**config.mk**
```make
export PLATFORM = sky130hd
export DESIGN_NAME = laneDatapath
export DESIGN_NICKNAME = d
export VERILOG_FILES = /design/src/common/simtPkg.sv /design/src/hdl/stageReg.sv /design/src/lane/laneDatapath.sv /design/src/lane/laneRegFile.sv
export SDC_FILE = /design/constraint.sdc
export NUM_CORES = 2
export LEC_CHECK = 0
export BUFFER_PORTS_ARGS = -buffer_cell sky130_fd_sc_hd__buf_2
export CAP_MARGIN = 20
export CORE_MARGIN = 2
export CORE_UTILIZATION = 45
export DETAILED_ROUTE_END_ITERATION = 10
export PLACE_DENSITY_LB_ADDON = 0.2
export SYNTH_ARGS = -nofsm -noshare
export SYNTH_HDL_FRONTEND = slang
export SYNTH_SLANG_ARGS = --single-unit
```
**constraint.sdc**
```tcl
create_clock -name clk -period 58 [get_ports clk]
set_input_delay 11.6 -clock clk [delete_from_list [all_inputs] [get_ports clk]]
set_output_delay 11.6 -clock clk [all_outputs]
set_load 0.01 [all_outputs]
```
**src/common/simtPkg.sv**
```systemverilog
package simtPkg;

    //////////////////////////////////////////////////
    // widths
    parameter int dataWidth    = 32;
    parameter int regAddrWidth = 5;
    parameter int laneIdReg    = 26;   // holds the lane number out of reset

    typedef logic [dataWidth-1:0]    word_t;
    typedef logic [31:0]             instr_t;
    typedef logic [regAddrWidth-1:0] regAddr_t;

    //////////////////////////////////////////////////
    // encodings
    typedef enum logic [5:0] {
        opRtype = 6'd0,
        opAddi  = 6'd8,
        opMuli  = 6'd10,
        opAndi  = 6'd12,
        opOri   = 6'd13,
        opHalt  = 6'd14,
        opLui   = 6'd15
    } opcode_t;

    typedef enum logic [2:0] {
        aluAnd = 3'b000,
        aluOr  = 3'b001,
        aluAdd = 3'b010,
        aluSub = 3'b110,
        aluSlt = 3'b111
    } aluOp_t;

    typedef enum logic [1:0] {
        shNone = 2'b00,
        shSll  = 2'b01,
        shSrl  = 2'b10
    } shiftOp_t;

    // all fields zero means nop
    typedef struct packed {
        logic     regWrite;
        logic     regDst;     // rd instead of rt
        logic     zeroImm;
        logic     aluSrc;     // immediate as operand b
        aluOp_t   aluOp;
        shiftOp_t shiftOp;
        logic     isMul;
        logic     immToReg;   // lui
        logic     isHalt;
    } ctrl_t;

    //////////////////////////////////////////////////
    // stage payloads
    typedef struct packed {
        ctrl_t         ctrl;
        word_t         rsData;
        word_t         rtData;
        word_t         imm;
        logic [4:0]    shamt;
        regAddr_t      dst;
        regAddr_t      rs;
        regAddr_t      rt;
    } execPayload_t;

    typedef struct packed {
        ctrl_t         ctrl;
        word_t         aluRes;
        word_t         shiftRes;
        word_t         mulA;
        logic [16:0]   mulB;       // low immediate bits that also feed lui
        regAddr_t      dst;
    } memPayload_t;

    typedef struct packed {
        logic          regWrite;
        logic          isHalt;
        regAddr_t      dst;
        word_t         result;
    } wbPayload_t;

    // instruction fields
    function automatic opcode_t opcodeOf(instr_t i);
        return opcode_t'(i[31:26]);
    endfunction

    function automatic logic [5:0] functOf(instr_t i);
        return i[5:0];
    endfunction

    function automatic regAddr_t rsOf(instr_t i);
        return i[25:21];
    endfunction

    function automatic regAddr_t rtOf(instr_t i);
        return i[20:16];
    endfunction

    function automatic regAddr_t rdOf(instr_t i);
        return i[15:11];
    endfunction

    function automatic logic [4:0] shamtOf(instr_t i);
        return i[10:6];
    endfunction

    function automatic logic [15:0] immOf(instr_t i);
        return i[15:0];
    endfunction

endpackage

```
**src/hdl/stageReg.sv**
```systemverilog
`timescale 1ns/100ps

module stageReg #(
    parameter type payload_t = logic
) (
    input  logic     clk,
    input  logic     reset,
    input  logic     flush,
    input  payload_t d,
    output payload_t q
);

    // zero payload is a nop in every stage
    always_ff @(posedge clk or posedge reset)
    begin
        if (reset)
            q <= '0;
        else if (flush)
            q <= '0;
        else
            q <= d;
    end

endmodule

```
**src/lane/laneDatapath.sv**
```systemverilog
`timescale 1ns/100ps

module laneDatapath #(
    parameter int laneId = 0
) (
    input  logic              clk,
    input  logic              reset,
    input  simtPkg::instr_t   instrDec,
    input  simtPkg::ctrl_t    ctrl,
    output logic              wbValid,
    output simtPkg::regAddr_t wbAddr,
    output simtPkg::word_t    wbData,
    output logic              haltRetired
);
    import simtPkg::*;

    execPayload_t ed, eq;
    memPayload_t  md, mq;
    wbPayload_t   wd, wq;
    word_t        rsData, rtData;
    logic [15:0]  imm;
    word_t        rsFwd, rtFwd, srcB, aluRes, shiftRes, selRes;

    //////////////////////////////////////////////////
    // decode
    assign imm         = immOf(instrDec);
    assign ed.ctrl     = ctrl;
    assign ed.rsData   = rsData;
    assign ed.rtData   = rtData;
    assign ed.imm      = ctrl.zeroImm ? {16'b0, imm} : {{16{imm[15]}}, imm};
    assign ed.shamt    = shamtOf(instrDec);
    assign ed.dst      = ctrl.regDst ? rdOf(instrDec) : rtOf(instrDec);
    assign ed.rs       = rsOf(instrDec);
    assign ed.rt       = rtOf(instrDec);

    laneRegFile #(.laneId(laneId)) i_regFile (
        .clk(clk), .reset(reset), .rs(ed.rs), .rt(ed.rt),
        .writeEn(wbValid), .writeAddr(wq.dst), .writeData(wq.result),
        .rsData(rsData), .rtData(rtData)
    );

    stageReg #(.payload_t(execPayload_t)) i_execReg (
        .clk(clk), .reset(reset), .flush(1'b0), .d(ed), .q(eq)
    );

    //////////////////////////////////////////////////
    // execute with result select ahead of writeback
    assign rsFwd = (mq.ctrl.regWrite && (mq.dst != '0) && (mq.dst == eq.rs)) ? selRes :
                   (wbValid && (wq.dst == eq.rs)) ? wq.result : eq.rsData;
    assign rtFwd = (mq.ctrl.regWrite && (mq.dst != '0) && (mq.dst == eq.rt)) ? selRes :
                   (wbValid && (wq.dst == eq.rt)) ? wq.result : eq.rtData;
    assign srcB  = eq.ctrl.aluSrc ? eq.imm : rtFwd;

    always_comb
    begin
        case (eq.ctrl.aluOp)
            aluAnd:  aluRes = rsFwd & srcB;
            aluOr:   aluRes = rsFwd | srcB;
            aluSub:  aluRes = rsFwd - srcB;
            aluSlt:  aluRes = word_t'($signed(rsFwd) < $signed(srcB));
            default: aluRes = rsFwd + srcB;
        endcase
        case (eq.ctrl.shiftOp)
            shSll:   shiftRes = rtFwd << eq.shamt;
            shSrl:   shiftRes = rtFwd >> eq.shamt;
            default: shiftRes = '0;
        endcase
    end

    assign md = '{ctrl: eq.ctrl, aluRes: aluRes, shiftRes: shiftRes,
                  mulA: rsFwd, mulB: eq.imm[16:0], dst: eq.dst};

    stageReg #(.payload_t(memPayload_t)) i_memReg (
        .clk(clk), .reset(reset), .flush(1'b0), .d(md), .q(mq)
    );

    // result select holds the multiply off the execute path
    always_comb
    begin
        if (mq.ctrl.isMul)
            selRes = mq.mulA * word_t'(mq.mulB);          // low 32 bits kept
        else if (mq.ctrl.immToReg)
            selRes = {mq.mulB[15:0], 16'b0};
        else if (mq.ctrl.shiftOp != shNone)
            selRes = mq.shiftRes;
        else
            selRes = mq.aluRes;
    end

    assign wd = '{regWrite: mq.ctrl.regWrite, isHalt: mq.ctrl.isHalt,
                  dst: mq.dst, result: selRes};

    stageReg #(.payload_t(wbPayload_t)) i_wbReg (
        .clk(clk), .reset(reset), .flush(1'b0), .d(wd), .q(wq)
    );

    //////////////////////////////////////////////////
    // writeback and trace
    assign wbValid     = wq.regWrite && (wq.dst != '0);
    assign wbAddr      = wq.dst;
    assign wbData      = wq.result;
    assign haltRetired = wq.isHalt;

endmodule

```
**src/lane/laneRegFile.sv**
```systemverilog
`timescale 1ns/100ps

module laneRegFile #(
    parameter int laneId = 0
) (
    input  logic              clk,
    input  logic              reset,
    input  simtPkg::regAddr_t rs,
    input  simtPkg::regAddr_t rt,
    input  logic              writeEn,
    input  simtPkg::regAddr_t writeAddr,
    input  simtPkg::word_t    writeData,
    output simtPkg::word_t    rsData,
    output simtPkg::word_t    rtData
);
    import simtPkg::*;

    word_t regs [2**regAddrWidth];

    always_ff @(posedge clk or posedge reset)
    begin
        if (reset)
        begin
            for (int r = 0; r < 2**regAddrWidth; r++)
                regs[r] <= (r == laneIdReg) ? word_t'(laneId) : '0;   // lane number preset
        end
        else if (writeEn && (writeAddr != '0))
            regs[writeAddr] <= writeData;
    end

    // r0 reads zero and decode sees a same-cycle write
    assign rsData = (rs == '0) ? '0 : (writeEn && (writeAddr == rs)) ? writeData : regs[rs];
    assign rtData = (rt == '0) ? '0 : (writeEn && (writeAddr == rt)) ? writeData : regs[rt];

    // writeback in the datapath already filters out r0
    assert property (@(posedge clk) disable iff (reset) writeEn |-> (writeAddr != '0));

endmodule
```
; ---- Word level (Yosys, flattened, before mapping)
; Index checks and enable logic that the tools add are counted.
[totals]
reg_bits = 1313
out_inout_bits = 39
[classes]
n_addsub = 2
multipliers = 1
n_lt_le_gt_ge = 5
n_eq_ne = 11
shifts = 2
muxes = 25
bitwise_logic = 5
n_reduce_logical = 16
[op_table]
columns = op, n
row1 = bitwise mux 1024 bit, 1
row2 = 2-to-1 mux 32 bit, 18
row3 = binary-select mux 32 bit (select 5 bit), 2
row4 = demux 32 bit (select 5 bit), 1
row5 = one-hot mux 32 bit (4 select lines), 1
row6 = one-hot mux 32 bit (2 select lines), 1
row7 = adder 32 bit, 1
row8 = AND 32 bit, 1
row9 = less-than comparator 32 bit, 1
row10 = multiplier 32 x 17 -> 32 bit, 1
row11 = OR 32 bit, 1
row12 = << shifter 32 x 5 -> 32 bit, 1
row13 = >> shifter 32 x 5 -> 32 bit, 1
row14 = subtractor 32 bit, 1
row15 = == test 5 bit, 6
row16 = greater-or-equal comparator 6 bit (second input constant), 3
row17 = NOT 5 -> 6 bit, 3
row18 = logical AND 1 bit, 10
row19 = logical NOT 5 bit, 2
row20 = nonzero test 5 bit, 2
row21 = == test 3 bit (second input constant), 2
row22 = less-than comparator 6 x 1 -> 1 bit (second input constant), 1
row23 = 2-to-1 mux 5 bit, 1
row24 = == test 3 x 1 -> 1 bit (second input constant), 1
row25 = other kinds (4), 4

; ---- Logic depth before layout (Yosys ltp)
[logic_depth]
ltp_word = 8
ltp_mapped = 40
depth_no_buf = 37

; ---- Cells and area by module
; Synthesis repeated with hierarchy kept, for this count alone.
[hier_totals]
cells_unflattened = 7768
area_unflattened_um2 = 89223.1
[by_module_without_submodules]
columns = mod, instances, cells_each, area_per_inst_um2, seq_area_each_um2
row1 = laneRegFile, 1, 3814, 55150.4, 25624.6
row2 = laneDatapath, 1, 3325, 24547.3, 0.0
row3 = stageReg at i_memReg, 1, 275, 4142.7, 3253.1
row4 = stageReg at i_execReg, 1, 271, 4108.9, 3203.1
row5 = stageReg at i_wbReg, 1, 83, 1273.7, 975.9

; ---- Worst setup path after synthesis
; No wires, ideal clock.
[synth_timing]
path_type = input -> register
startpoint = input instrDec[21]
endpoint = register i_execReg.q[107] (netlist bit)
setup_ps = 142
arrival_time_ps = 14009
slack_ps = 43849
stages = 8
path_cell_list = clkbuf_1 > buf_1 > buf_1 > clkbuf_1 > mux4_2 > mux4_2 > mux2i_1 > a211oi_1
[synth_lines]
columns = element, line_no
row1 = from (decl), laneDatapath.sv:8  ; input simtPkg::instr_t instrDec,
row2 = to (signal assigned), stageReg.sv:17  ; q <= '0;
row3 = to (signal assigned), stageReg.sv:19  ; q <= '0;
row4 = to (signal assigned), stageReg.sv:21  ; q <= d;
row5 = to (decl), stageReg.sv:10  ; output payload_t q

==> run summary <==
Number of max-cap violations -> 0
Final net count -> 7347
Detail Route Antenna Nets -> 0
Flops & latches, synth -> 1293
Initial core utilization -> 45.21%
Clk_lat worst skew -> 0.82 ns
CTS tree -> built
PwrDens -> 59.15 mW/mm^2
Synth top area cells -> dfrtp_1 38%, mux4_2 16%, mux2_2 14%, fa_1 7.5%, mux2i_1 2.5%
Proportion of layout cells with a drive suffix above 1 -> 31.59%
TritonCTS Buffers -> 148
Routed wire length -> 277700 um
Final Cell Area -> 0.09301 mm^2
Number of synthesized flops with an enable pin -> 0
Fin util -> 48.96%
Peak VDD IR -> 141.2 uV
Most common library cells after synthesis -> 1293 x dfrtp_1, 1031 x mux2_2, 601 x mux4_2
Final setup violation count -> 0
CTS max path bufs -> 3
HPWL after detailed placement -> 177600 um
Final worst-path cycle share -> 27.54%
Least-Margin Pin Slew -> 1.203 ns
RSZ-0062 raised after global routing -> false
Slew margin rel. -> 18.94%
Synth Cell Area -> 0.08589 mm^2
CP startpoint -> reset
CP arrival -> 16.73 ns
GRT overflow -> 0
Total global-route track usage -> 28.87%
Reg2Reg Depth -> 30
Die area -> 0.1944 mm^2
Reg2reg setup slack -> 47.28 ns
Largest net degree at the start of global routing -> 188
# IOs -> 85
P&R area growth vs syn -> 8.295%
RD Place Congestion -> 0.9723
Root buffer cell -> clkbuf_16
Post-synth top area share -> 37.67%
Fmax -> 62.61 MHz
End of the worst register-to-register path -> i_memReg.q[117]$_DFF_PP0_
Max Clock Skew -> 0.04364 ns
Number of global-route vias before repair -> 60580
H-Tree Level Count -> 4
Post CTS Setup Buffer Count -> 0
Required @ worst endpoint -> 58.76 ns
CTS-repair resized insts -> 0
DP Cell Count -> 9165
Clock-pin slew on the worst setup and hold paths -> 0.06 ns
Top FF cell, synth -> dfrtp_1
Core area -> 0.1900 mm^2
Synth warn -> 0
Pre-CTS WS -> 40.94 ns
Area leader, netlist -> dfrtp_1
CTS Sinks -> 1293
Setup TNS -> 0 ns
First-pass DRT Iterations -> 6
Seq/Total Area, Yosys -> 37.67%
Crit start category -> primary input
Rows -> 160
Post-layout instance count excluding filler cells -> 9435
Final Max Slew Viols -> 0
PnR worst setup slack -> 42.03 ns
Distinct cells, synth -> 100
Initial antenna violation count -> 8
DRT iter0 DRCs -> 5097
Hold Violations, Final -> 0
Reg-to-Reg Start -> i_memReg.q[12]$_DFF_PP0_
CP Capture Type -> async pin
Via count -> 58860
Crit path to -> i_regFile.regs[898]$_DFFE_PP0P_
WL/cell -> 29.43 um
Die H -> 440.9 um
Drt drc -> 0
Hold crit path type -> reg2reg
Placed instance area -> 0.08805 mm^2
Static leakage -> 41.76 nW
Outcome -> finished clean
Number of port buffers -> 78
Hold path depth -> 0
Die W -> 440.9 um
Crit path kind -> in2async
Mapped Nets -> 7661
Vias/cell -> 6.238
First-pass GRT wire length -> 412200 um
Mean post-synth cell area -> 12.05 um^2
Hold buffer count at cts -> 0
Cell count after synthesis -> 7129
Count leader, synth -> dfrtp_1
Async set or reset register ratio after synthesis -> 100.0%
Critical Path Fanout Max -> 187
Final min period -> 15.97 ns
## layout make-up
| type | instances | area (um^2) |
|---|---|---|
| Tap cell | 2511 | 3142 |
| Timing Repair Buffer | 231 | 1847 |
| Sequential cell | 1293 | 32360 |
| Fill cell | 16720 | 96970 |
| Clock inverter | 40 | 394.1 |
| Antenna cell | 3 | 7.507 |
| Inverter | 525 | 1978 |
| Multi-Input combinational cell | 4616 | 48970 |
| Clock buffer | 216 | 4303 |
## state kept, by name, summed over array words and instances, names as in the netlist
| name | count |
|---|---|
| i_regFile.regs | 1024 |
| i_execReg.q | 106 |
| i_memReg.q | 124 |
| i_wbReg.q | 39 |
## worst min path at each step
stage	startpoint	to	slack, ns
6_report	i_memReg.q[118]$_DFF_PP0_	i_wbReg.q[37]$_DFF_PP0_	0.34
5_1_grt	i_execReg.q[14]$_DFF_PP0_	i_memReg.q[4]$_DFF_PP0_	0.35
4_1_cts	i_memReg.q[118]$_DFF_PP0_	i_wbReg.q[37]$_DFF_PP0_	0.34
3_5_place_dp	i_execReg.q[116]$_DFF_PP0_	i_memReg.q[118]$_DFF_PP0_	0.33
3_3_place_gp	i_execReg.q[10]$_DFF_PP0_	i_memReg.q[0]$_DFF_PP0_	0.33
2_1_floorplan	i_execReg.q[10]$_DFF_PP0_	i_memReg.q[0]$_DFF_PP0_	0.33
## layer usage
metal	track usage, %	wire length, um	up-vias
met1	37.64	112100	31280
li1	-	-	24940
met4	13.03	13800	2
met5	0	13	-
met3	4.835	17470	562
met2	47.37	134300	2074
## cells in the final DEF (no fill, tap or decap), types with 41 or more instances in the layout
cell type     n
buf_4       138
buf_2        71
nor2b_1      42
a21oi_1     242
clkbuf_16   151
nand3_1      65
mux2i_1     216
and2_1      163
nand2_1     500
nor3_1       41
o22ai_1      45
fa_1        321
dfrtp_1    1286
o21a_1       54
inv_1       518
o21ai_0     180
xnor2_1      48
mux2_2     1031
ha_1        165
mux4_2      601
nor2_1      248
a211oi_1    137
## per-stage QoR
stage                     total power [mW]  hold WS, ns
after floorplan                      3.606       0.3312
after global placement               4.504       0.3314
after detailed placement             4.546       0.3347
after CTS                            5.494       0.3409
after global routing                 5.904       0.3503
final                                5.501       0.3393
## worst max-delay path: stages
cell	delay [ns]
buf_2	0.13
inv_8	0.54
buf_4	0.82
buf_4	0.77
buf_4	0.80
buf_4	0.55
buf_16	0.31
buf_12	0.69
## power by group
group	internal (mW)	switching, mW
combinational	1.31	1.90
clock	0.528	0.393
sequential	1.17	0.201
total	3.01	2.49
## cell families after synthesis
group,synth area share (%)
adders and majority gates,9.886
AOI/OAI and AO/OA,7.723
DFF,37.67
buffers and inverters,5.632
xor gates and xnor gates,0.7765
muxes,31.79
and+or+nand+nor,6.515
Power figures use the tool's default switching activity.
