<file path="src/common/simtPkg.sv">
package simtPkg;

    //////////////////////////////////////////////////
    // widths
    parameter int dataWidth    = 32;
    parameter int regAddrWidth = 5;
    parameter int laneIdReg    = 26;   // holds the lane number out of reset

    typedef logic [dataWidth-1:0]    word_t;
    typedef logic [31:0]             instr_t;
    typedef logic [regAddrWidth-1:0] regAddr_t;

    //////////////////////////////////////////////////
    // encodings
    typedef enum logic [5:0] {
        opRtype = 6'd0,
        opAddi  = 6'd8,
        opMuli  = 6'd10,
        opAndi  = 6'd12,
        opOri   = 6'd13,
        opHalt  = 6'd14,
        opLui   = 6'd15
    } opcode_t;

    typedef enum logic [2:0] {
        aluAnd = 3'b000,
        aluOr  = 3'b001,
        aluAdd = 3'b010,
        aluSub = 3'b110,
        aluSlt = 3'b111
    } aluOp_t;

    typedef enum logic [1:0] {
        shNone = 2'b00,
        shSll  = 2'b01,
        shSrl  = 2'b10
    } shiftOp_t;

    // all fields zero means nop
    typedef struct packed {
        logic     regWrite;
        logic     regDst;     // rd instead of rt
        logic     zeroImm;
        logic     aluSrc;     // immediate as operand b
        aluOp_t   aluOp;
        shiftOp_t shiftOp;
        logic     isMul;
        logic     immToReg;   // lui
        logic     isHalt;
    } ctrl_t;

    //////////////////////////////////////////////////
    // stage payloads
    typedef struct packed {
        ctrl_t         ctrl;
        word_t         rsData;
        word_t         rtData;
        word_t         imm;
        logic [4:0]    shamt;
        regAddr_t      dst;
        regAddr_t      rs;
        regAddr_t      rt;
    } execPayload_t;

    typedef struct packed {
        ctrl_t         ctrl;
        word_t         aluRes;
        word_t         shiftRes;
        word_t         mulA;
        logic [16:0]   mulB;       // low immediate bits that also feed lui
        regAddr_t      dst;
    } memPayload_t;

    typedef struct packed {
        logic          regWrite;
        logic          isHalt;
        regAddr_t      dst;
        word_t         result;
    } wbPayload_t;

    // instruction fields
    function automatic opcode_t opcodeOf(instr_t i);
        return opcode_t'(i[31:26]);
    endfunction

    function automatic logic [5:0] functOf(instr_t i);
        return i[5:0];
    endfunction

    function automatic regAddr_t rsOf(instr_t i);
        return i[25:21];
    endfunction

    function automatic regAddr_t rtOf(instr_t i);
        return i[20:16];
    endfunction

    function automatic regAddr_t rdOf(instr_t i);
        return i[15:11];
    endfunction

    function automatic logic [4:0] shamtOf(instr_t i);
        return i[10:6];
    endfunction

    function automatic logic [15:0] immOf(instr_t i);
        return i[15:0];
    endfunction

endpackage

</file>
<file path="src/hdl/ctrlDecode.sv">
`timescale 1ns/100ps

module ctrlDecode (
    input  simtPkg::instr_t instrDec,
    output simtPkg::ctrl_t  ctrl
);
    import simtPkg::*;

    always_comb
    begin
        ctrl = '0;                          // unknown opcode stays a nop
        case (opcodeOf(instrDec))
            opRtype:
            begin
                ctrl.regWrite = 1'b1;
                ctrl.regDst   = 1'b1;
                ctrl.aluOp    = aluAdd;
                case (functOf(instrDec))
                    6'd34:   ctrl.aluOp   = aluSub;
                    6'd36:   ctrl.aluOp   = aluAnd;
                    6'd37:   ctrl.aluOp   = aluOr;
                    6'd42:   ctrl.aluOp   = aluSlt;
                    6'd0:    ctrl.shiftOp = shSll;
                    6'd2:    ctrl.shiftOp = shSrl;
                    default: ctrl.aluOp   = aluAdd;   // odd funct acts as add
                endcase
            end
            opAddi:
            begin
                ctrl.regWrite = 1'b1;
                ctrl.aluSrc   = 1'b1;
                ctrl.aluOp    = aluAdd;
            end
            opMuli:
            begin
                ctrl.regWrite = 1'b1;
                ctrl.aluSrc   = 1'b1;
                ctrl.isMul    = 1'b1;
            end
            opAndi:
            begin
                ctrl.regWrite = 1'b1;
                ctrl.aluSrc   = 1'b1;
                ctrl.zeroImm  = 1'b1;
                ctrl.aluOp    = aluAnd;
            end
            opOri:
            begin
                ctrl.regWrite = 1'b1;
                ctrl.aluSrc   = 1'b1;
                ctrl.zeroImm  = 1'b1;
                ctrl.aluOp    = aluOr;
            end
            opLui:
            begin
                ctrl.regWrite = 1'b1;
                ctrl.immToReg = 1'b1;
            end
            opHalt:  ctrl.isHalt = 1'b1;
            default: ctrl = '0;
        endcase
    end

endmodule

</file>
<file path="config.mk">
export PLATFORM = sky130hd
export DESIGN_NAME = ctrlDecode
export DESIGN_NICKNAME = d
export VERILOG_FILES = /design/src/common/simtPkg.sv /design/src/hdl/ctrlDecode.sv
export SDC_FILE = /design/constraint.sdc
export NUM_CORES = 1
export LEC_CHECK = 0
export ABC_CLOCK_PERIOD_IN_PS = 2700
export BUFFER_PORTS_ARGS = -buffer_cell sky130_fd_sc_hd__clkbuf_2
export CAP_MARGIN = 5
export CORE_AREA = 2 2 39 41
export DETAILED_ROUTE_END_ITERATION = 10
export DIE_AREA = 0 0 41 43
export GPL_TIMING_DRIVEN = 0
export PLACE_DENSITY = 0.55
export SYNTH_ARGS = -nofsm -noshare
export SYNTH_HDL_FRONTEND = slang
export SYNTH_SLANG_ARGS = --single-unit
export TNS_END_PERCENT = 30
</file>
<file path="constraint.sdc">
create_clock -name vclk -period 2.7
set_input_delay 0.81 -clock vclk [all_inputs]
set_output_delay 0.81 -clock vclk [all_outputs]
set_load 0.01 [all_outputs]
</file>
After elaboration in Yosys (flattened, before gate mapping)
Index checks and enable logic that the tools add are counted.
{"block": "totals", "ff_bits": 0, "output_inout_bits": 12, "wordCells": 27}
{"block": "op_classes", "n_eq_ne": 11, "mux": 11, "reduce_logical": 5}
{"operator": "$eq 6x4->1 const B", "n": 6}
{"operator": "$eq 6x6->1 const B", "n": 4}
{"operator": "$logic_not 6->1", "n": 2}
{"operator": "$pmux 3 s4", "n": 1}
{"operator": "$pmux 3 s3", "n": 1}
{"operator": "$mux 1", "n": 7}
{"operator": "$eq 6x2->1 const B", "n": 1}
{"operator": "$reduce_or 6->1", "n": 1}
{"operator": "$pmux 2 s2", "n": 1}
{"operator": "$reduce_or 4->1", "n": 1}
{"operator": "$mux 2", "n": 1}
{"operator": "$reduce_or 2->1", "n": 1}

Depth between registers and ports, before layout
Gate-level depths: netlist (run 1).
{"block": "depth", "ltp_word": 3, "ltp_mapped": 3, "mapped_depth_nobuf": 3}

Worst setup path before layout (run 1)
OpenSTA, ideal clock, no wires.
{"block": "synth_timing", "path_type": "input to output", "start": "input instrDec[26]", "end": "output ctrl[7] (netlist name)", "arrival_ps": 1918, "required_time_ps": 1890, "setup_slack_ps": -28, "stages": 3, "n_path_buf": 0, "cell_sequence": "or2_0 -> or4_4 -> nor4_1"}
{"element": "start: declaration", "line": "ctrlDecode.sv:4", "rtl": "input simtPkg::instr_t instrDec,"}
{"element": "end: declaration", "line": "ctrlDecode.sv:5", "rtl": "output simtPkg::ctrl_t ctrl"}

==> impl_results.md, run 1 <==
* Post-synth top area cell: nor2_1
* Psw at 18.1 uW
* Setup crit end kind: primary output
* Switch share at 0.504
* First-pass GRT wire length at 1060 microns
* PortBufs at 24
* Power, Total at 35.9 uW
* Vias in the first global route at 280
* # rows at 14
* Startpoint Class: input pin
* Antenna viol nets, final at 0
* Layout Nets at 90
* Pwr dens at 95.9 mW/mm^2
* Final worst slack at -0.181 ns
* Register area share after synthesis at 0
* Critical path type: input pin to primary output
* Most common cell in the netlist: nor2_1
* DRC viols at 0
* Die area at 0.00176 sq mm
* Largest cells by area after synthesis: nor2_1 (13%), nor3b_1 (11%), nand2_1 (9.4%), o41ai_2 (8.2%), nor4_1 (6.3%)
* Metal2 WL at 314 microns
* Top sig layer: met3
* RSZ-0062 raised after global routing: true
* Final std cells w/o fill at 72
* Pin count of the biggest net entering global routing at 8
* Max FO, Critical Path at 6
* Fin area at 374 sq um
* Crit-path cells: buf_8 > or2_4 > or4_4 > o41ai_2 > buf_2
* Register Area at 0 sq um
* Crit path capture: ctrl[5]
* Crit path largest cell delay at 0.44 ns
* Synthesized area at 199 sq um
* Hold Crit Class: input pin to primary output
* Clk pwr share at 0
* Status: complete, but fails checks
* Via Count at between 300 and 400
* Seq pwr share at 0
* Rel. slew slack at 0.743
* Grt total ovfl at 0
* Initial antenna violation count at 0
* Tcrit/Tclk final at 1.07
* Gp weighted congestion at ~0.7
* CP Launch Point: instrDec[26]
* CP arrival at 2.07 ns
* Post-DP Area at approximately 350 sq um
* Min Tclk post-route at 2.88 ns
* Maximum clock frequency at 347 MHz
* Die span in y at 43 microns
* Top cell type's share of synthesized area at 0.132
* Core ar. at 0.00138 sq mm
* Post-synth top cells: nor2_1 (7), nand2_1 (5), nor3b_1 (3)
* Post-layout util at 0.270
* LEAKAGE at 0.194 nW
* Avg WL per Cell at 9.60 microns
* Final setup fails at 2
* GRT Total Usage at 0.0779
* Slew at the pin closest to its max-slew limit at around 0.39 ns
* Final hold violation count at 0
* Syn. warnings at 0
* DP HPWL at 607 microns
* Antenna Cells at 0
* Violated checks: negative setup slack
* Die X at around 41 microns
* CLK BUF at 0
* Initial Util at 0.144
* Postcts setup bufs at 0
* Synth Instances at 32
* Routed WL at about 690 microns
* Comb power frac at 1.000
* Via density per instance at between 4 and 5
* Syn Nets at 64
* Syn avg cell area at just over 6 sq um
* Drt pass-1 iters at 2
* Share of post-route cells with drive strength above 1 at 0.518
* Int Pwr at ~18 uW
* Max stage delay cell, worst path: or4_4
* Hold Path Depth at 3
* Area added between synthesis and finish at 88.1%
* Yosys cell types at 18
* Max Cap Violations at 0
* Initial drt markers at 4
* Max-slew violation count at 0
* Placed cell count at 72
* IO Pins at 44
* M1 WL at 288 microns
* Peak VDD IR at 31.2 uV
* Critical path data required time at 1.89 ns
* Seq_cells at 0
* Routed met3 length at ~87 microns
-- cell type report --
cell class | instances | area [sq um]
Fill cell | 166 | 1010
Inverter | 2 | 7.51
Tap cell | 16 | 20.0
Multi-Input combinational cell | 30 | 206
Timing Repair Buffer | 24 | 140
-- cells in the final DEF (no fill, tap or decap), drive strengths merged, types with 2 or more instances in the layout --
master,count
clkbuf,20
inv,2
nor2,7
buf,4
nand2,5
nor4,2
nor3b,3
-- worst min path at each step --
stage                            start  endpoint  slack, ns
final                     instrDec[26]   ctrl[0]       1.86
after global routing      instrDec[26]   ctrl[0]       1.88
after CTS                 instrDec[26]   ctrl[0]       1.89
after detailed placement   instrDec[5]   ctrl[4]       1.90
after global placement     instrDec[5]   ctrl[4]       1.89
after floorplan            instrDec[4]   ctrl[7]       1.65
-- power by group through the flow --
stage / Clock [mW] / Combinational (mW) / Sequential [mW]
floorplan: 0 / 0.0132 / 0
global placement: 0 / 0.0315 / 0
detailed placement: 0 / 0.0319 / 0
CTS: 0 / 0.0344 / 0
global route: 0 / 0.0396 / 0
finish: 0 / 0.0359 / 0
-- timing repair --
action	CTS	global route
pin swaps	0	1
resized for setup	4	6
hold buffers	0	0
hold endpoints to repair	0	0
setup endpoints to repair	3	4
-- routing by layer --
| layer | track usage | vias to the layer above |
|---|---|---|
| li1 | - | 172 |
| met1 | 0.0981 | 138 |
| met2 | 0.144 | 19 |
| met3 | 0.00524 | 0 |
| met4 | 0 | 0 |
| met5 | 0 | - |
-- kinds of logic (layout without fill, tap and decap cells) --
kind of cell | Yosys count | in the layout | share of synthesized area
mux | 1 | 1 | 0.0503
compound gates | 4 | 4 | 0.176
simple gates | 25 | 25 | 0.736
buf+inv | 2 | 26 | 0.0377
-- critical path, delay by kind of cell --
kind / cells / cell delay (ns)
compound gates: 1 / 0.30
buf+inv: 2 / 0.27
simple gates: 2 / 0.68
-- stage by stage --
step	hold slack, ns	setup TNS [ns]	worst slack [ns]
3_3_place_gp	1.89	-0.439	-0.237
6_report	1.86	-0.292	-0.181
4_1_cts	1.89	-0.400	-0.224
5_1_grt	1.88	-0.490	-0.264
3_5_place_dp	1.90	-0.451	-0.239
2_1_floorplan	1.65	0	0.00159
Power figures use the tool's default switching activity.
==> run 2, diff against run 1 <==
- PLACE_DENSITY: 0.55 -> 0.6
==> run 2 against run 1 <==
Net effect:
- the run still ends with negative setup slack left
- worst setup slack improved by 0.013 ns
- fmax rose by 0.47%
- hold slack got worse by 0.0010 ns
- utilization rose by 0.18 points
- sequential share of layout area did not move
- non-clock buffer count did not move
- combinational power barely moved
- critical path depth did not move
- cell area rose by 0.67%
- first-iteration DRC count fell by 75%
- critical path type unchanged
- critical endpoint is now ctrl[7]
- largest cell class unchanged
==> impl_results.md, run 2 (same netlist as run 1, synthesis figures left out) <==
* Rel. slew slack at 0.764 (+0.0215)
* Antenna Cells at 0 (unchanged)
* Avg WL per Cell at 9.53 microns (-0.72%)
* Layout Nets at 90 (unchanged)
* Commonest non-fill, non-tap cell in the layout: clkbuf_2
* Peak VDD IR at 37.2 uV (+19%)
* Initial antenna violation count at 0 (unchanged)
* Drt pass-1 iters at 2 (unchanged)
* Final setup fails at 3 (+1)
* Max Cap Violations at 0 (unchanged)
* Critical path type: input pin to primary output
* Tcrit/Tclk final at 1.06 (-0.00496)
* Post-layout util at 0.272 (+0.00181)
* Hold Crit Class: input pin to primary output
* Via Count at 338 (+2.7%)
* Register Area at 0 sq um (unchanged)
* # rows at 14 (unchanged)
* Setup crit end kind: primary output
* Postcts setup bufs at 0 (unchanged)
* Violated checks: negative setup slack
* Die area at 0.00176 sq mm (unchanged)
* RSZ-0062 raised after global routing: true
* Min Tclk post-route at 2.87 ns (-0.0134 ns)
* DRC viols at 0 (unchanged)
* Die span in y at 43 microns (unchanged)
* GRT Total Usage at 0.0709 (-0.00699)
* Antenna viol nets, final at 0 (unchanged)
* Vias in the first global route at 244 (-13%)
* Fin Setup TNS at -0.398 ns (-0.105 ns)
* Fillers at 158 (-4.8%)
* Max FO, Critical Path at 7 (+1)
* Slew at the pin closest to its max-slew limit at 0.353 ns (-0.0321 ns)
* Routed WL at 686 microns (-0.72%)
* Core ar. at 0.00138 sq mm (unchanged)
* Via density per instance at 4.69 (+2.7%)
* First-pass GRT wire length at 966 microns (-8.4%)
* Crit path largest cell delay at 0.52 ns (+0.08 ns)
* CP top delay family: simple AND/OR/NAND/NOR gates
* Post-DP Area at 345 sq um (unchanged)
* Seq_cells at 0 (unchanged)
* CP arrival at 2.06 ns (about the same)
* CLK BUF at 0 (unchanged)
* Pwr dens at 95.8 mW/mm^2 (-0.19%)
* Status: complete, but fails checks
* DP HPWL at 598 microns (-1.5%)
* Die X at 41 microns (unchanged)
* Max-slew violation count at 0 (unchanged)
* Share of post-route cells with drive strength above 1 at 0.482 (-0.0357)
* Maximum clock frequency at 349 MHz (+0.47%)
* Initial drt markers at 1 (-3)
* Final hold violation count at 0 (unchanged)
* Area added between synthesis and finish at 89.3%
* Most frequent cells in the layout: clkbuf_2 (20), nor2_1 (7), nand2_1 (5)
* Hold buffers post-CTS at 0 (unchanged)
* Initial Util at 0.144 (unchanged)
* Final worst slack at -0.167 ns (+0.0134 ns)
* IO Pins at 44 (unchanged)
* CP Buf/Inv Count at 2 (unchanged)
* PortBufs at 24 (unchanged)
* Fin area at 377 sq um (+0.67%)
* LEAKAGE at 0.214 nW (+10%)
* Crit-path cells: buf_8 > or2_1 > or4_4 > nor4_2 > buf_2
* Pin count of the biggest net entering global routing at 8 (unchanged)
* Max stage delay cell, worst path: or4_4
* Gp weighted congestion at 0.636 (-10%)
* Startpoint Class: input pin
* Critical path data required time at 1.89 ns (about the same)
* Grt total ovfl at 0 (unchanged)
run 2: changes by cell type in the layout (fill, tap and decap cells not counted):
cell,change
nor4b_1,+1
nor4b_2,-1
o41ai_2,-1
o41ai_4,+1
or2_1,+1
or2_4,-1
run 2: cell type report:
class                           instances  area, sq um  area share
Inverter                                2         7.51      0.0199
Multi-Input combinational cell         30          209       0.555
Timing Repair Buffer                   24          140       0.372
Tap cell                               16         20.0      0.0532
run 2: worst paths after layout:
path | start | to | cells past startpoint
hold / removal | instrDec[26] | ctrl[0] | 3
setup / recovery | instrDec[28] | ctrl[7] | 5
run 2: through the flow:
step	instances	hold slack [ns]	worst slack (ns)	power (mW)
2_1_floorplan	32	1.65	0.00159	0.0132
3_3_place_gp	72	1.89	-0.285	0.0313
3_5_place_dp	72	1.89	-0.286	0.0320
4_1_cts	72	1.89	-0.269	0.0355
5_1_grt	72	1.87	-0.229	0.0396
6_report	72	1.86	-0.167	0.0361
run 2: metal layers:
metal	GRT usage	wire [microns]	vias to the layer above
li1	-	-	172
met1	0.0949	290	149
met2	0.125	321	17
met3	0.00524	75	0
met4	0	0	0
met5	0	0	-
run 2: power by group:
group / switching (mW) / internal (mW) / total [mW]
clock network: 0 / 0 / 0
registers: 0 / 0 / 0
logic: 0.0188 / 0.0173 / 0.0361
total: 0.0188 / 0.0173 / 0.0361
run 2: what timing repair did:
| action | in CTS | in global routing |
|---|---|---|
| resized for setup | 5 | 4 |
| hold endpoints to repair | 0 | 0 |
| endpoints found under the setup margin | 3 | 5 |
| pin swaps | 0 | 4 |
==> run 3, diff against run 2 <==
- ABC_CLOCK_PERIOD_IN_PS: 2700 -> unset
- CORE_AREA: 2 2 39 41 -> 3 3 40 42
- DIE_AREA: 0 0 41 43 -> 0 0 43 45
==> run 3 against run 2 <==
Net effect:
- the flow still finishes with violations (negative setup slack)
- total power fell by 2.2%
- count of clock-buffer cells in the layout did not move
- critical path depth did not move
- die area rose by 9.8%
- fmax rose by 3.6%
- sequential share of layout area did not move
- highest routed layer unchanged
==> impl_results.md, run 3 (same netlist as run 1, synthesis figures left out) <==
* Status: complete, but fails checks
* Violated checks: negative setup slack
* Crit path largest cell delay at 0.44 ns (-0.08 ns)
* Seq_cells at 0 (unchanged)
* Pwr dens at 95.3 mW/mm^2 (-0.53%)
* RSZ-0062 raised after global routing: true
* # rows at 13 (-1)
* Die X at 43 microns (+4.9%)
* Hold buffers post-CTS at 0 (unchanged)
* Min Tclk post-route at 2.77 ns (-0.0999 ns)
* Placed cell count at 71 (-1.4%)
* CP Depth at 5 (unchanged)
* Critical path type: input pin to primary output
* Final hold violation count at 0 (unchanged)
* DRC viols at 0 (unchanged)
* Fillers at 166 (+5.1%)
* Switch share at 0.512 (-0.00958)
* Int Pwr at 17.2 uW (-0.23%)
* Psw at 18.1 uW (-4.0%)
* Critical path data required time at 1.89 ns (about the same)
* Via Count at 322 (-4.7%)
* CP Buf/Inv Count at 2 (unchanged)
* Rel. slew slack at 0.776 (+0.0122)
* Final std cells w/o fill at 71 (-1.4%)
* Routed WL at 714 microns (+4.1%)
* Gp weighted congestion at 0.747 (+17%)
* Initial Util at 0.155 (+0.0111)
* Hold Crit Class: input pin to primary output
* DP HPWL at 599 microns (+0.30%)
* GRT Total Usage at 0.0705 (-0.000448)
* Clk pwr share at 0 (unchanged)
* First-pass GRT wire length at 1150 microns (+19%)
* Fin area at 370 sq um (-1.7%)
* Seq pwr share at 0 (unchanged)
* Peak VDD IR at 32.9 uV (-12%)
* Startpoint Class: input pin
* Maximum clock frequency at 361 MHz (+3.6%)
* Commonest non-fill, non-tap cell in the layout: clkbuf_2
* Antenna viol nets, final at 0 (unchanged)
* CLK BUF at 0 (unchanged)
* Initial drt markers at 2 (+1)
* Via density per instance at 4.54 (-3.4%)
* Hold Path Depth at 3 (unchanged)
* Area added between synthesis and finish at 86.2%
* Max FO, Critical Path at 6 (-1)
* Layout Nets at 90 (unchanged)
* PortBufs at 24 (unchanged)
* Register Area at 0 sq um (unchanged)
* Die span in y at 45 microns (+4.7%)
* CP arrival at 1.96 ns (-0.10 ns)
* Avg WL per Cell at 10.1 microns (+5.5%)
* Max Cap Violations at 0 (unchanged)
* Final setup fails at 1 (-2)
* Share of post-route cells with drive strength above 1 at 0.500 (+0.0179)
* Slew at the pin closest to its max-slew limit at 0.335 ns (-0.0183 ns)
* Tcrit/Tclk final at 1.02 (-0.0370)
* Postcts setup bufs at 0 (unchanged)
* Most frequent cells in the layout: clkbuf_2 (20), nor2_1 (7), nand2_1 (5)
* Vias in the first global route at 292 (+20%)
* Core ar. at 0.00128 sq mm (-7.1%)
* Setup crit end kind: primary output
* Die area at 0.00194 sq mm (+9.8%)
* Final worst slack at -0.0673 ns (+0.0999 ns)
* Pin count of the biggest net entering global routing at 8 (unchanged)
* Max stage delay cell, worst path: or4_4
* LEAKAGE at 0.193 nW (-10%)
* Drt pass-1 iters at 2 (unchanged)
* Antenna Cells at 0 (unchanged)
* CP top delay family: simple AND/OR/NAND/NOR gates
* IO Pins at 44 (unchanged)
* Initial antenna violation count at 0 (unchanged)
* Crit-path cells: buf_8 > or2_1 > or4_4 > o41ai_2 > buf_2
* Max-slew violation count at 0 (unchanged)
* Post-DP Area at 344 sq um (-0.36%)
* Comb power frac at 1.000 (about the same)
* Grt total ovfl at 0 (unchanged)
* Multi-input logic area at 204 sq um (-2.4%)
[run 3: area by class of cell]
cell class	count	share of cell area
Multi-Input combinational cell	30	0.551
Timing Repair Buffer	24	0.378
Inverter	2	0.0203
Tap cell	15	0.0507
[run 3: per-layer routing]
| layer | global-route usage | up-vias | share of wire |
|---|---|---|---|
| met3 | 0.00398 | 0 | 0.12 |
| met1 | 0.0929 | 135 | 0.43 |
| met4 | 0 | 0 | 0 |
| met5 | 0 | - | 0 |
| met2 | 0.135 | 17 | 0.45 |
| li1 | - | 170 | - |
[run 3: per-stage QoR]
stage / TNS (ns) / hold WS [ns] / util / total power, mW / setup WS, ns
final: -0.0673 / 1.86 / 0.288 / 0.0353 / -0.0673
after CTS: -0.378 / 1.89 / 0.281 / 0.0342 / -0.222
after global routing: -0.216 / 1.87 / 0.288 / 0.0390 / -0.103
after detailed placement: -0.420 / 1.90 / 0.268 / 0.0317 / -0.236
after floorplan: 0 / 1.65 / - / 0.0132 / 0.00159
after global placement: -0.441 / 1.89 / 0.268 / 0.0314 / -0.241
[run 3: what timing repair did]
item,CTS,global route
pin swaps,0,2
resized for setup,4,5
setup endpoints to repair,3,4
[run 3: path summary, 6_finish.rpt]
check / endpoint / slack (ns) / start
worst min-delay path: ctrl[0] / 1.86 / instrDec[26]
worst max-delay path: ctrl[5] / -0.07 / instrDec[26]
[run 3: power by group through the flow]
stage	Clock (mW)	Combinational (mW)	Sequential, mW
3_3_place_gp	0	0.0314	0
2_1_floorplan	0	0.0132	0
5_1_grt	0	0.0390	0
3_5_place_dp	0	0.0317	0
4_1_cts	0	0.0342	0
6_report	0	0.0353	0
[run 3: tightest hold or removal path, cell delays in order]
cell	delay [ns]
buf_8	0.08
nor3b_1	0.04
clkbuf_2	0.11
